--- src/hdl/link_consts.svh ---
`ifndef LINK_CONSTS_SVH
`define LINK_CONSTS_SVH

// Lane count is tied to the LED map, three lock and three error bits
`define LANES 3

// Serial word and frame geometry
`define WORD_W 8
`define FRAME_WORDS 8
`define FRAME_BITS (`FRAME_WORDS * `WORD_W)

// Width of the per-lane counting pattern, top data bit is always zero
`define DATA_W 7

// Comma-like marker sent in slot 0 of every frame
`define SYNC_WORD 8'hBC

// Receiver lock thresholds, counted in frames
`define LOCK_SYNCS 3
`define LOSS_MISSES 2

`endif
--- src/hdl/status_pkg.sv ---
package status_pkg;

  // Receiver alignment state per lane
  typedef enum logic [1:0] {
    LS_HUNT,
    LS_VERIFY,
    LS_LOCKED
  } lane_state_e;

  // Bit positions on the eight-bit LED port
  typedef enum int unsigned {
    LOCK0      = 0,
    LOCK1      = 1,
    LOCK2      = 2,
    ERR0       = 3,
    ERR1       = 4,
    ERR2       = 5,
    ALL_LOCKED = 6,
    ANY_ERR    = 7
  } led_pos_e;

endpackage

--- src/hdl/frame_pkg.sv ---
package frame_pkg;

  // What a frame slot carries
  // Slot 0 holds the sync word, slots 1 to 7 the counting pattern
  typedef enum logic {
    WK_SYNC,
    WK_DATA
  } word_kind_e;

endpackage

--- src/hdl/link_node.sv ---
`timescale 1ns/1ps
`include "link_consts.svh"

module link_node import status_pkg::*; (
  input  logic              board_clk_i,
  input  logic              reset_i,
  input  logic [`LANES-1:0] rxp_i,
  output logic [`LANES-1:0] txp_o,
  output logic [7:0]        led_o
);

  logic [`LANES-1:0][`WORD_W-1:0] tx_word;
  logic                           word_stb;
  logic [`LANES-1:0][`WORD_W-1:0] rx_word;
  logic [`LANES-1:0]              rx_stb;
  logic [`LANES-1:0]              rx_sof;
  lane_state_e [`LANES-1:0]       lane_state;

  // One shared word clock drives all lanes in step
  pattern_gen u_gen (
    .board_clk_i (board_clk_i),
    .reset_i     (reset_i),
    .tx_word_o   (tx_word),
    .word_stb_o  (word_stb)
  );

  genvar l;
  generate
    for (l = 0; l < `LANES; l++) begin : g_lane
      lane_tx u_tx (
        .board_clk_i (board_clk_i),
        .reset_i     (reset_i),
        .word_i      (tx_word[l]),
        .word_stb_i  (word_stb),
        .txp_o       (txp_o[l])
      );

      // Each receiver aligns on its own, lanes may arrive with any skew
      lane_rx u_rx (
        .board_clk_i  (board_clk_i),
        .reset_i      (reset_i),
        .rxp_i        (rxp_i[l]),
        .rx_word_o    (rx_word[l]),
        .rx_stb_o     (rx_stb[l]),
        .rx_sof_o     (rx_sof[l]),
        .lane_state_o (lane_state[l])
      );
    end
  endgenerate

  pattern_check u_check (
    .board_clk_i  (board_clk_i),
    .reset_i      (reset_i),
    .rx_word_i    (rx_word),
    .rx_stb_i     (rx_stb),
    .rx_sof_i     (rx_sof),
    .lane_state_i (lane_state),
    .led_o        (led_o)
  );

endmodule

--- src/hdl/pattern_check.sv ---
`timescale 1ns/1ps
`include "link_consts.svh"

module pattern_check import frame_pkg::*, status_pkg::*; (
  input  logic                           board_clk_i,
  input  logic                           reset_i,
  input  logic [`LANES-1:0][`WORD_W-1:0] rx_word_i,
  input  logic [`LANES-1:0]              rx_stb_i,
  input  logic [`LANES-1:0]              rx_sof_i,
  input  lane_state_e [`LANES-1:0]       lane_state_i,
  output logic [7:0]                     led_o
);

  localparam int DW = `DATA_W;

  logic [`LANES-1:0][DW-1:0] expect_q;
  logic [`LANES-1:0]         seeded;
  logic [`LANES-1:0]         err_q;
  logic [`LANES-1:0]         lock_q;
  logic                      all_locked_q;
  logic                      any_err_q;
  logic [`LANES-1:0]         locked;
  logic [`LANES-1:0]         data_vld;
  logic [`LANES-1:0]         bad;
  word_kind_e [`LANES-1:0]   kind;

  always_comb begin
    for (int l = 0; l < `LANES; l++) begin
      locked[l]   = (lane_state_i[l] == LS_LOCKED);
      kind[l]     = rx_sof_i[l] ? WK_SYNC : WK_DATA;
      data_vld[l] = rx_stb_i[l] && locked[l] && (kind[l] == WK_DATA);
      // Top bit must be clear, low bits must follow the count once seeded
      bad[l]      = data_vld[l] &&
                    (rx_word_i[l][`WORD_W-1] ||
                     (seeded[l] && rx_word_i[l][DW-1:0] != expect_q[l]));
    end
  end

  always_ff @(posedge board_clk_i) begin
    if (reset_i) begin
      seeded       <= '0;
      err_q        <= '0;
      lock_q       <= '0;
      all_locked_q <= 1'b0;
      any_err_q    <= 1'b0;
    end else begin
      for (int l = 0; l < `LANES; l++) begin
        if (!locked[l]) begin
          seeded[l] <= 1'b0;
        end else if (data_vld[l]) begin
          seeded[l] <= 1'b1;
        end
      end
      err_q        <= err_q | bad;
      any_err_q    <= |(err_q | bad);
      lock_q       <= locked;
      all_locked_q <= &locked;
    end
  end

  // Expected count, seeded from the first data word and stepped on each one after
  always_ff @(posedge board_clk_i) begin
    for (int l = 0; l < `LANES; l++) begin
      if (data_vld[l]) begin
        expect_q[l] <= seeded[l] ? expect_q[l] + 1'b1 : rx_word_i[l][DW-1:0] + 1'b1;
      end
    end
  end

  always_comb begin
    led_o = '0;
    for (int l = 0; l < `LANES; l++) begin
      led_o[LOCK0 + l] = lock_q[l];
      led_o[ERR0 + l]  = err_q[l];
    end
    led_o[ALL_LOCKED] = all_locked_q;
    led_o[ANY_ERR]    = any_err_q;
  end

endmodule

--- src/hdl/lane_rx.sv ---
`timescale 1ns/1ps
`include "link_consts.svh"

module lane_rx import frame_pkg::*, status_pkg::*; (
  input  logic               board_clk_i,
  input  logic               reset_i,
  input  logic               rxp_i,
  output logic [`WORD_W-1:0] rx_word_o,
  output logic               rx_stb_o,
  output logic               rx_sof_o,
  output lane_state_e        lane_state_o
);

  localparam int PW = $clog2(`FRAME_BITS);
  localparam int BW = $clog2(`WORD_W);
  localparam int HW = $clog2(`LOCK_SYNCS + 1);
  localparam int MW = $clog2(`LOSS_MISSES + 1);

  localparam logic [HW-1:0] HITS_LAST = HW'(`LOCK_SYNCS - 1);
  localparam logic [MW-1:0] MISS_LAST = MW'(`LOSS_MISSES - 1);

  logic [`WORD_W-1:0] win;
  logic [PW-1:0]      pos;
  logic [HW-1:0]      hits;
  logic [MW-1:0]      misses;
  logic               hit;
  logic               word_bnd;
  logic               frame_bnd;
  word_kind_e         win_kind;
  lane_state_e        state;
  lane_state_e        state_n;

  // Sliding window, newest bit in the LSB
  always_ff @(posedge board_clk_i) begin
    if (reset_i) begin
      win <= '0;
    end else begin
      win <= {win[`WORD_W-2:0], rxp_i};
    end
  end

  assign win_kind  = (win == `SYNC_WORD) ? WK_SYNC : WK_DATA;
  assign hit       = (win_kind == WK_SYNC);

  // pos counts bits since the last expected sync, 0 means window holds slot 0
  assign word_bnd  = (pos[BW-1:0] == '0);
  assign frame_bnd = (pos == '0);

  always_comb begin
    state_n = state;
    unique case (state)
      LS_HUNT: begin
        if (hit) begin
          state_n = LS_VERIFY;
        end
      end
      LS_VERIFY: begin
        if (frame_bnd) begin
          if (!hit) begin
            state_n = LS_HUNT;
          end else if (hits == HITS_LAST) begin
            state_n = LS_LOCKED;
          end
        end
      end
      LS_LOCKED: begin
        if (frame_bnd && !hit && misses == MISS_LAST) begin
          state_n = LS_HUNT;
        end
      end
      default: state_n = LS_HUNT;
    endcase
  end

  always_ff @(posedge board_clk_i) begin
    if (reset_i) begin
      state  <= LS_HUNT;
      pos    <= '0;
      hits   <= '0;
      misses <= '0;
    end else begin
      state <= state_n;

      // Realign the bit position on a hunting hit
      if (state == LS_HUNT && hit) begin
        pos <= PW'(1);
      end else begin
        pos <= pos + 1'b1;
      end

      // Consecutive syncs seen at the captured offset
      unique case (state)
        LS_HUNT:   hits <= hit ? HW'(1) : '0;
        LS_VERIFY: begin
          if (frame_bnd) begin
            hits <= hit ? hits + 1'b1 : '0;
          end
        end
        default:   hits <= '0;
      endcase

      // Consecutive missing syncs while locked
      if (state != LS_LOCKED) begin
        misses <= '0;
      end else if (frame_bnd) begin
        misses <= hit ? '0 : misses + 1'b1;
      end
    end
  end

  // Word output on boundaries, strobes follow the next state
  always_ff @(posedge board_clk_i) begin
    if (reset_i) begin
      rx_stb_o <= 1'b0;
      rx_sof_o <= 1'b0;
    end else begin
      rx_stb_o <= (state_n == LS_LOCKED) && word_bnd;
      rx_sof_o <= (state_n == LS_LOCKED) && frame_bnd && hit;
    end
  end

  always_ff @(posedge board_clk_i) begin
    rx_word_o <= win;
  end

  assign lane_state_o = state;

  a_stb_locked: assert property (
    @(posedge board_clk_i) disable iff (reset_i)
      rx_stb_o |-> (lane_state_o == LS_LOCKED)
  );

  a_sof_is_sync: assert property (
    @(posedge board_clk_i) disable iff (reset_i)
      rx_sof_o |-> (rx_stb_o && rx_word_o == `SYNC_WORD)
  );

endmodule

--- src/hdl/lane_tx.sv ---
`timescale 1ns/1ps
`include "link_consts.svh"

module lane_tx (
  input  logic               board_clk_i,
  input  logic               reset_i,
  input  logic [`WORD_W-1:0] word_i,
  input  logic               word_stb_i,
  output logic               txp_o
);

  localparam int CW = $clog2(`WORD_W) + 1;

  logic [`WORD_W-1:0] sreg;
  logic [CW-1:0]      bits_left;

  // Load on strobe, otherwise shift towards the MSB with zero fill
  always_ff @(posedge board_clk_i) begin
    if (reset_i) begin
      sreg      <= '0;
      bits_left <= '0;
    end else if (word_stb_i) begin
      sreg      <= word_i;
      bits_left <= CW'(`WORD_W);
    end else begin
      sreg <= {sreg[`WORD_W-2:0], 1'b0};
      if (bits_left != '0) begin
        bits_left <= bits_left - 1'b1;
      end
    end
  end

  // MSB first on the line
  assign txp_o = sreg[`WORD_W-1];

  // Next load may only land while the last bit of the previous word is on the line
  a_no_overrun: assert property (
    @(posedge board_clk_i) disable iff (reset_i)
      word_stb_i |-> (bits_left <= CW'(1))
  );

endmodule

--- src/hdl/pattern_gen.sv ---
`timescale 1ns/1ps
`include "link_consts.svh"

module pattern_gen import frame_pkg::*; (
  input  logic                               board_clk_i,
  input  logic                               reset_i,
  output logic [`LANES-1:0][`WORD_W-1:0]     tx_word_o,
  output logic                               word_stb_o
);

  localparam int BW = $clog2(`WORD_W);
  localparam int SW = $clog2(`FRAME_WORDS);
  localparam int DW = `DATA_W;

  logic [BW-1:0]                bit_cnt;
  logic [SW-1:0]                slot;
  logic [`LANES-1:0][DW-1:0]    cnt;
  logic                         word_end;
  word_kind_e                   kind;

  // Last bit period of the current word
  assign word_end = (bit_cnt == '1);

  // Slot 0 of every frame is the sync marker
  assign kind = (slot == '0) ? WK_SYNC : WK_DATA;

  always_ff @(posedge board_clk_i) begin
    if (reset_i) begin
      // Start one count early so the first strobe follows reset release
      bit_cnt    <= '1;
      slot       <= '0;
      word_stb_o <= 1'b0;
    end else begin
      bit_cnt    <= bit_cnt + 1'b1;
      word_stb_o <= word_end;
      if (word_end) begin
        slot <= slot + 1'b1;
      end
    end
  end

  // Lane counters and the word payload that goes out with the strobe
  always_ff @(posedge board_clk_i) begin
    if (reset_i) begin
      for (int l = 0; l < `LANES; l++) begin
        cnt[l] <= DW'(l);
      end
    end else if (word_end) begin
      for (int l = 0; l < `LANES; l++) begin
        if (kind == WK_SYNC) begin
          tx_word_o[l] <= `SYNC_WORD;
        end else begin
          tx_word_o[l] <= {1'b0, cnt[l]};
          cnt[l]       <= cnt[l] + 1'b1;
        end
      end
    end
  end

endmodule

--- config.mk ---
export PLATFORM = sky130hd
export DESIGN_NAME = link_node
export DESIGN_NICKNAME = d
export VERILOG_FILES = /design/src/hdl/status_pkg.sv /design/src/hdl/frame_pkg.sv /design/src/hdl/link_node.sv /design/src/hdl/pattern_check.sv /design/src/hdl/lane_rx.sv /design/src/hdl/lane_tx.sv /design/src/hdl/pattern_gen.sv
export VERILOG_INCLUDE_DIRS = /design/src /design/src/hdl
export SDC_FILE = /design/constraint.sdc
export NUM_CORES = 1
export LEC_CHECK = 0
export BUFFER_PORTS_ARGS = -buffer_cell sky130_fd_sc_hd__buf_2
export CORE_AREA = 2 2 92 182
export CTS_BUF_LIST = sky130_fd_sc_hd__clkbuf_2 sky130_fd_sc_hd__clkbuf_4 sky130_fd_sc_hd__clkbuf_8
export DETAILED_ROUTE_END_ITERATION = 12
export DIE_AREA = 0 0 94 184
export SLEW_MARGIN = 5
export SYNTH_ARGS = -nofsm -noshare
export SYNTH_HDL_FRONTEND = slang
export SYNTH_SLANG_ARGS = --single-unit
export TNS_END_PERCENT = 30
--- constraint.sdc ---
create_clock -name board_clk_i -period 7.6 [get_ports board_clk_i]
set_clock_uncertainty 0.05 [all_clocks]
set_input_delay 1.9 -clock board_clk_i [delete_from_list [all_inputs] [get_ports board_clk_i]]
set_output_delay 1.9 -clock board_clk_i [all_outputs]
set_load 0.01 [all_outputs]
==> reports/qor.csv, run 1 <==
metric,value,unit
CP Data Required Time,7900,ps
clock power share,34.1,%
critical path buffer and inverter count,3,
"leading cell type in the layout, fill and taps excluded",dfxtp_1,
Die ar.,17300,sq um
RSZ-0062 raised after global routing,false,
layout cells sized above 1,8.57,%
CORE AREA,15900,sq um
root buffer cell,clkbuf_8,
Worst Hold Class,flop to flop,
WL/cell,13.8,um
Ant. Diodes,0,
Clock transition at path regs,100,ps
max-cap check violation count,0,
Worst-Margin Slew,1060,ps
worst ir drop on vdd,0.130,mV
final net count,761,
initial antenna violation count,0,
leading area contributor after synthesis,dfxtp_1,
Post-synth EDFFs,43,
clock sinks,196,
final worst-path cycle share,47.1,%
Final Slew Violations,0,
worst setup path start,reset_i,
global-route wire length before repair,22500,um
drt drc,0,
Critical Path Sink Type,flop,
sequential area share after synthesis,55.8,%
GP Congestion,0.749,
Mapped Area,7800,sq um
Yosys cell types,59,
WP data arrival,3880,ps
Routed WL,13100,um
hold path start,g_lane[1].u_rx.win[5]$_SDFF_PP0_,
Sw Share,24.9,%
DR iter-0 viols,175,
"slowest stage delay, CP",480,ps
CTS Buf Count,17,
global route overflow,0,
Starting Density,49.2,%
PortBufs,15,
Die W,94,um
site row count,65,
synth warn,0,
Mapped Cells,732,
GR Util All Layers,16.4,%
Crit Reg-Reg Startpoint,u_gen.bit_cnt[0]$_SDFF_PP1_,
"buffers from clock root to sink, at most",2,
Routed Antenna Nets,0,
combinational share of power,7.3,%
final hold viol count,0,
Filler cells,1448,
vias in the first global route,4993,
H-tree depth,4,
synthesis-stage register bit count,196,
Crit path max-delay family,buffers and inverters,
top_reg_cell synth,dfxtp_1,
top cell type's share of synthesized area,39.3,%
clock latency at the later pin of the worst-skew pair,460,ps
"Hold-fix buffers, CTS",0,
Internal,1450,uW
Final HPWL DP,9120,um
part of the power in registers,58.6,%
status,"complete, no violations",
Post-CTS Setup Bufs,0,
Pre-Repair DR Iteration Count,4,
crit-path max FO,31,
Synth async-reset ratio,0,%
Avg Inst Size Synth,10.7,sq um
Psw,480,uW
CTS tree,done,
Layout area overhead,7.52,%
Resize count post-CTS,0,
placed cell count,916,
Chip Height,184,um
P per Cell Area,230,nW/um^2
Post-Layout Cell Count,948,
Pleak,0.00301,uW
Worst slew margin,28.9,%
largest cells by area after synthesis,"dfxtp_1 (39%), edfxtp_1 (17%), xnor2_1 (4.5%), mux2i_1 (4.4%), ha_1 (3.5%)",
net count after synthesis,759,
CP cell instances,buf_2 > clkinv_1 > nand2b_1 > inv_1 > a32o_1 > a211o_1 > nand4bb_1,
CP Class,input port to flop,
post-DR vias/cell,5.18,
largest net degree at the start of global routing,65,
IO Count,16,
clock period minus worst slack,3580,ps
final setup vio count,0,
via count,4909,
achievable frequency,279,MHz
most frequent cells in the layout,"dfxtp_1 (153), nor2_1 (66), edfxtp_1 (43)",
CP max stage cell,clkinv_1,
Startpoint Class,input port,
setup TNS,0,ps
-- synthesized netlist by cell type (all sizes together), types with 2 or more instances --
cell type  count
a21boi         4
a21o           3
a21oi         31
a22oi          3
a31oi          2
a32oi          6
and2          18
and3          11
and3b          3
buf           15
clkbuf        21
dfxtp        153
edfxtp        43
ha            22
inv           26
mux2i         34
nand2         41
nand2b        24
nand3         20
nand3b         2
nand4         10
nand4b         4
nor2          66
nor2b         41
nor3          10
nor3b          3
nor4           4
o21ai          9
o31ai          2
o41ai          3
or2            5
or3           14
or3b           3
xnor2         40
xor2          24
-- power by group through the flow --
stage / Clock (uW) / Sequential (uW) / Combinational [uW]
2_1_floorplan: 0 / 1150 / 119
5_1_grt: 732 / 1140 / 165
3_3_place_gp: 0 / 1160 / 140
6_report: 659 / 1130 / 141
4_1_cts: 687 / 1130 / 145
3_5_place_dp: 0 / 1160 / 144
-- cells by family (layout without fill, tap and decap cells) --
logic type | after synthesis | in the layout | share of synthesized area, %
muxes | 34 | 34 | 4.36
adders and majority gates | 22 | 22 | 3.53
and+or+nand+nor | 281 | 281 | 19.6
buffers and inverters | 63 | 78 | 3.54
DFF | 196 | 196 | 55.8
xor gates and xnor gates | 64 | 64 | 7.19
AOI/OAI and AO/OA | 72 | 72 | 5.97
-- registers in the layout, indices dropped and copies added, names as in the netlist, 18 cells and up --
name	flops
u_check.expect_q	21
u_gen.tx_word_o	22
g_lane.u_rx.win	24
g_lane.u_tx.sreg	24
u_gen.cnt	21
g_lane.u_rx.rx_word_o	24
g_lane.u_rx.pos	18
-- path summary, 6_finish.rpt --
check                                              to  slack [ps]  cells past startpoint
hold / removal    g_lane[1].u_rx.rx_word_o[5]$_DFF_P_         310                      0
setup reg to reg    u_gen.tx_word_o[18]$_SDFFCE_PP1P_        5050                      3
setup / recovery         u_check.any_err_q$_SDFF_PP0_        4020                      7
hold reg to reg   g_lane[1].u_rx.rx_word_o[5]$_DFF_P_         310                      0
-- area by class of cell --
type | instances | area, sq um | area share [%]
Sequential cell | 196 | 4350 | 51.9
Multi-Input combinational cell | 473 | 3170 | 37.8
Clock buffer | 19 | 262 | 3.12
Tap cell | 201 | 251 | 3.00
Clock inverter | 13 | 141 | 1.69
Timing Repair Buffer | 19 | 105 | 1.25
Inverter | 27 | 101 | 1.21
-- worst reg2reg max path: cells and delay by family, from the launching register on --
kind                     cells  cell delay (ps)
adder cells (fa/ha/maj)      2              780
flip-flops                   1              340
AND/OR/NAND/NOR              1              990
-- per-layer routing --
| layer | vias up | track usage [%] | part of all wire, % |
|---|---|---|---|
| li1 | 2486 | - | - |
| met1 | 2360 | 17.5 | 41 |
| met2 | 46 | 30.3 | 55 |
| met3 | 17 | 3.20 | 2.0 |
| met4 | 0 | 7.54 | 1.6 |
| met5 | - | 0 | 0 |
-- through the flow --
step	hold slack (ps)	utilization (%)	area (sq um)	power, uW	setup slack, ps
after floorplan	281	-	7800	1270	3840
after global placement	293	50.3	7980	1300	3540
after detailed placement	305	50.3	7980	1300	3510
after CTS	313	52.9	8390	1960	4030
after global routing	324	52.9	8390	2030	3850
final	310	52.9	8390	1930	4020
Note: power is estimated with default switching activity, not from simulation.
==> run 2, diff against run 1 <==
--- a/config.mk
+++ b/config.mk
@@ -6,11 +6,13 @@
 export SDC_FILE = /design/constraint.sdc
 export NUM_CORES = 1
 export LEC_CHECK = 0
+export ABC_AREA = 1
 export BUFFER_PORTS_ARGS = -buffer_cell sky130_fd_sc_hd__buf_2
-export CORE_AREA = 2 2 92 182
+export CORE_AREA = 2 2 91 181
 export CTS_BUF_LIST = sky130_fd_sc_hd__clkbuf_2 sky130_fd_sc_hd__clkbuf_4 sky130_fd_sc_hd__clkbuf_8
 export DETAILED_ROUTE_END_ITERATION = 12
-export DIE_AREA = 0 0 94 184
+export DIE_AREA = 0 0 93 183
+export PLACE_DENSITY = 0.65
 export SLEW_MARGIN = 5
 export SYNTH_ARGS = -nofsm -noshare
 export SYNTH_HDL_FRONTEND = slang
==> constraint.sdc (replaced) <==
create_clock -name board_clk_i -period 3.7 [get_ports board_clk_i]
set_clock_uncertainty 0.05 [all_clocks]
set_input_delay 0.925 -clock board_clk_i [delete_from_list [all_inputs] [get_ports board_clk_i]]
set_output_delay 0.925 -clock board_clk_i [all_outputs]
set_load 0.01 [all_outputs]
==> reports/qor.csv, run 2 <==
metric,value,unit
status,"complete, no violations",
global-route wire length before repair,21400,um
Largest regs,"g_lane.u_rx.rx_word_o: 24 flops, g_lane.u_rx.win: 24 flops, g_lane.u_tx.sreg: 24 flops",
via count,5404,
"most used cell, CP",inv_1,
Worst-Margin Slew,805,ps
top cell type's share of synthesized area,39.6,%
global route overflow,0,
most frequent cells in the layout,"nand2_1 (176), nor2_1 (153), dfxtp_1 (153)",
Pleak,0.00340,uW
Synth top cells by count,"nand2_1 (176), dfxtp_1 (153), nor2_1 (153)",
post-DR vias/cell,4.70,
root buffer cell,clkbuf_8,
Internal,2920,uW
DR iter-0 viols,224,
combinational share of power,6.8,%
CTS tree,done,
largest cells by area after synthesis,"dfxtp_1 (40%), edfxtp_1 (17%), nand2_1 (8.5%), nor2_1 (7.4%), inv_1 (6.6%)",
crit-path max FO,14,
Filler cells,1458,
site row count,65,
Clock transition at path regs,90,ps
largest net degree at the start of global routing,52,
CP Data Required Time,3990,ps
CP max stage cell,nor2_2,
Synth async-reset ratio,0,%
"buffers from clock root to sink, at most",2,
Crit path max-delay family,simple AND/OR/NAND/NOR gates,
Routed Antenna Nets,0,
"slowest stage delay, CP",400,ps
WHS Path Cells,0,
Pre-Repair DR Iteration Count,4,
clock sinks,196,
Die ar.,17000,sq um
Starting Density,49.6,%
Post-synth EDFFs,43,
sequential area share after synthesis,56.3,%
leading area contributor after synthesis,dfxtp_1,
WP data arrival,2490,ps
Worst Hold Class,flop to flop,
clock latency at the later pin of the worst-skew pair,450,ps
Mapped Cells,924,
Ant. Diodes,0,
GP Congestion,0.790,
Hold WS,299,ps
Resize count post-CTS,0,
CORE AREA,15600,sq um
synth warn,0,
Yosys cell types,33,
worst ir drop on vdd,0.287,mV
Post-CTS Setup Bufs,0,
Worst slew margin,46.1,%
final worst-path cycle share,59.7,%
max-cap check violation count,0,
CP Class,flop to flop,
initial antenna violation count,0,
"count leader, synth",nand2_1,
Avg Inst Size Synth,8.38,sq um
layout cells sized above 1,8.02,%
H-tree depth,4,
"leading cell type in the layout, fill and taps excluded",nand2_1,
PortBufs,15,
R2R cell count,11,
part of the power in registers,59.7,%
synthesis-stage register bit count,196,
Mapped Area,7740,sq um
Startpoint Class,flop,
Critical Path Sink Type,flop,
top_reg_cell synth,dfxtp_1,
Final HPWL DP,8570,um
CP Depth,11,
final hold viol count,0,
Die W,93,um
GR Util All Layers,15.5,%
Layout area overhead,7.82,%
vias in the first global route,5010,
Psw,980,uW
final setup vio count,0,
achievable frequency,453,MHz
Chip Height,183,um
setup TNS,0,ps
"Hold-fix buffers, CTS",0,
P per Cell Area,468,nW/um^2
CTS Buf Count,17,
IO Count,16,
net count after synthesis,951,
multi-input logic area,2680,sq um
drt drc,0,
clock power share,33.5,%
WL/cell,10.6,um
RSZ-0062 raised after global routing,false,
FF+latch area,4350,sq um
final net count,962,
CP cell instances,inv_1 > ha_1 > inv_1 > nor2_1 > buf_4 > nor2_2 > nand3_1 > nor3_1 > nand2_1 > o21ai_1 > a21oi_1,
Sw Share,25.1,%
Final Slew Violations,0,
PnR Total Power,3900,uW
Routed WL,12100,um
critical path buffer and inverter count,3,
clock period minus worst slack,2210,ps
run 2: cell types whose count changed in the layout (fill, tap and decap cells not counted), sizes merged, moves of 24 or more:
cell / delta
inv: +133
mux2i: -31
nand2: +135
nand2b: -24
nor2: +89
nor2b: -41
o21ai: +44
xnor2: -28
run 2: final cells by class:
| type | instances | share of cell area (%) |
|---|---|---|
| Sequential cell | 196 | 52.2 |
| Clock inverter | 15 | 1.72 |
| Multi-Input combinational cell | 545 | 32.1 |
| Inverter | 157 | 7.06 |
| Timing Repair Buffer | 18 | 1.17 |
| Clock buffer | 17 | 2.80 |
| Tap cell | 201 | 3.01 |
run 2: cells by family (layout without fill, tap and decap cells):
group	Yosys count	count (layout)	synth area share, %
simple gates	399	399	21.3
flops	196	196	56.3
buf+inv	183	207	9.18
compound gates	97	97	6.58
xor+xnor	24	24	2.72
fa+ha+maj	22	22	3.56
mux	3	3	0.388
run 2: worst paths after layout:
check	startpoint	endpoint	slack, ps
max	u_gen.slot[0]$_SDFFE_PP0P_	u_gen.cnt[6]$_SDFFE_PP0P_	1490
min	g_lane[2].u_rx.win[7]$_SDFF_PP0_	g_lane[2].u_rx.rx_word_o[7]$_DFF_P_	300
max reg2reg	u_gen.slot[0]$_SDFFE_PP0P_	u_gen.cnt[6]$_SDFFE_PP0P_	1490
min reg2reg	g_lane[2].u_rx.win[7]$_SDFF_PP0_	g_lane[2].u_rx.rx_word_o[7]$_DFF_P_	300
run 2: power groups by stage:
stage | sequential, uW | combinational (uW) | clock, uW
2_1_floorplan | 2370 | 218 | 0
3_3_place_gp | 2380 | 262 | 0
3_5_place_dp | 2380 | 269 | 0
4_1_cts | 2330 | 272 | 1350
5_1_grt | 2340 | 316 | 1430
6_report | 2330 | 265 | 1310
run 2: stage by stage:
stage          util, %  setup WS [ps]  std cells  instance area, sq um
2_1_floorplan        -            785        924                  7740
3_3_place_gp      51.0           1480       1117                  7970
3_5_place_dp      51.0           1410       1117                  7970
4_1_cts           53.4           1490       1149                  8350
5_1_grt           53.4           1240       1149                  8350
6_report          53.4           1490       1149                  8350
run 2: routing by layer:
| layer | vias to the layer above | wire length, um | GRT usage (%) | part of all wire (%) |
|---|---|---|---|---|
| met1 | 2421 | 5800 | 19.0 | 48 |
| met2 | 59 | 5870 | 26.3 | 48 |
| met4 | 0 | 198 | 6.35 | 1.6 |
| met3 | 17 | 278 | 3.00 | 2.3 |
| li1 | 2907 | - | - | - |
| met5 | - | 0 | 0 | 0 |
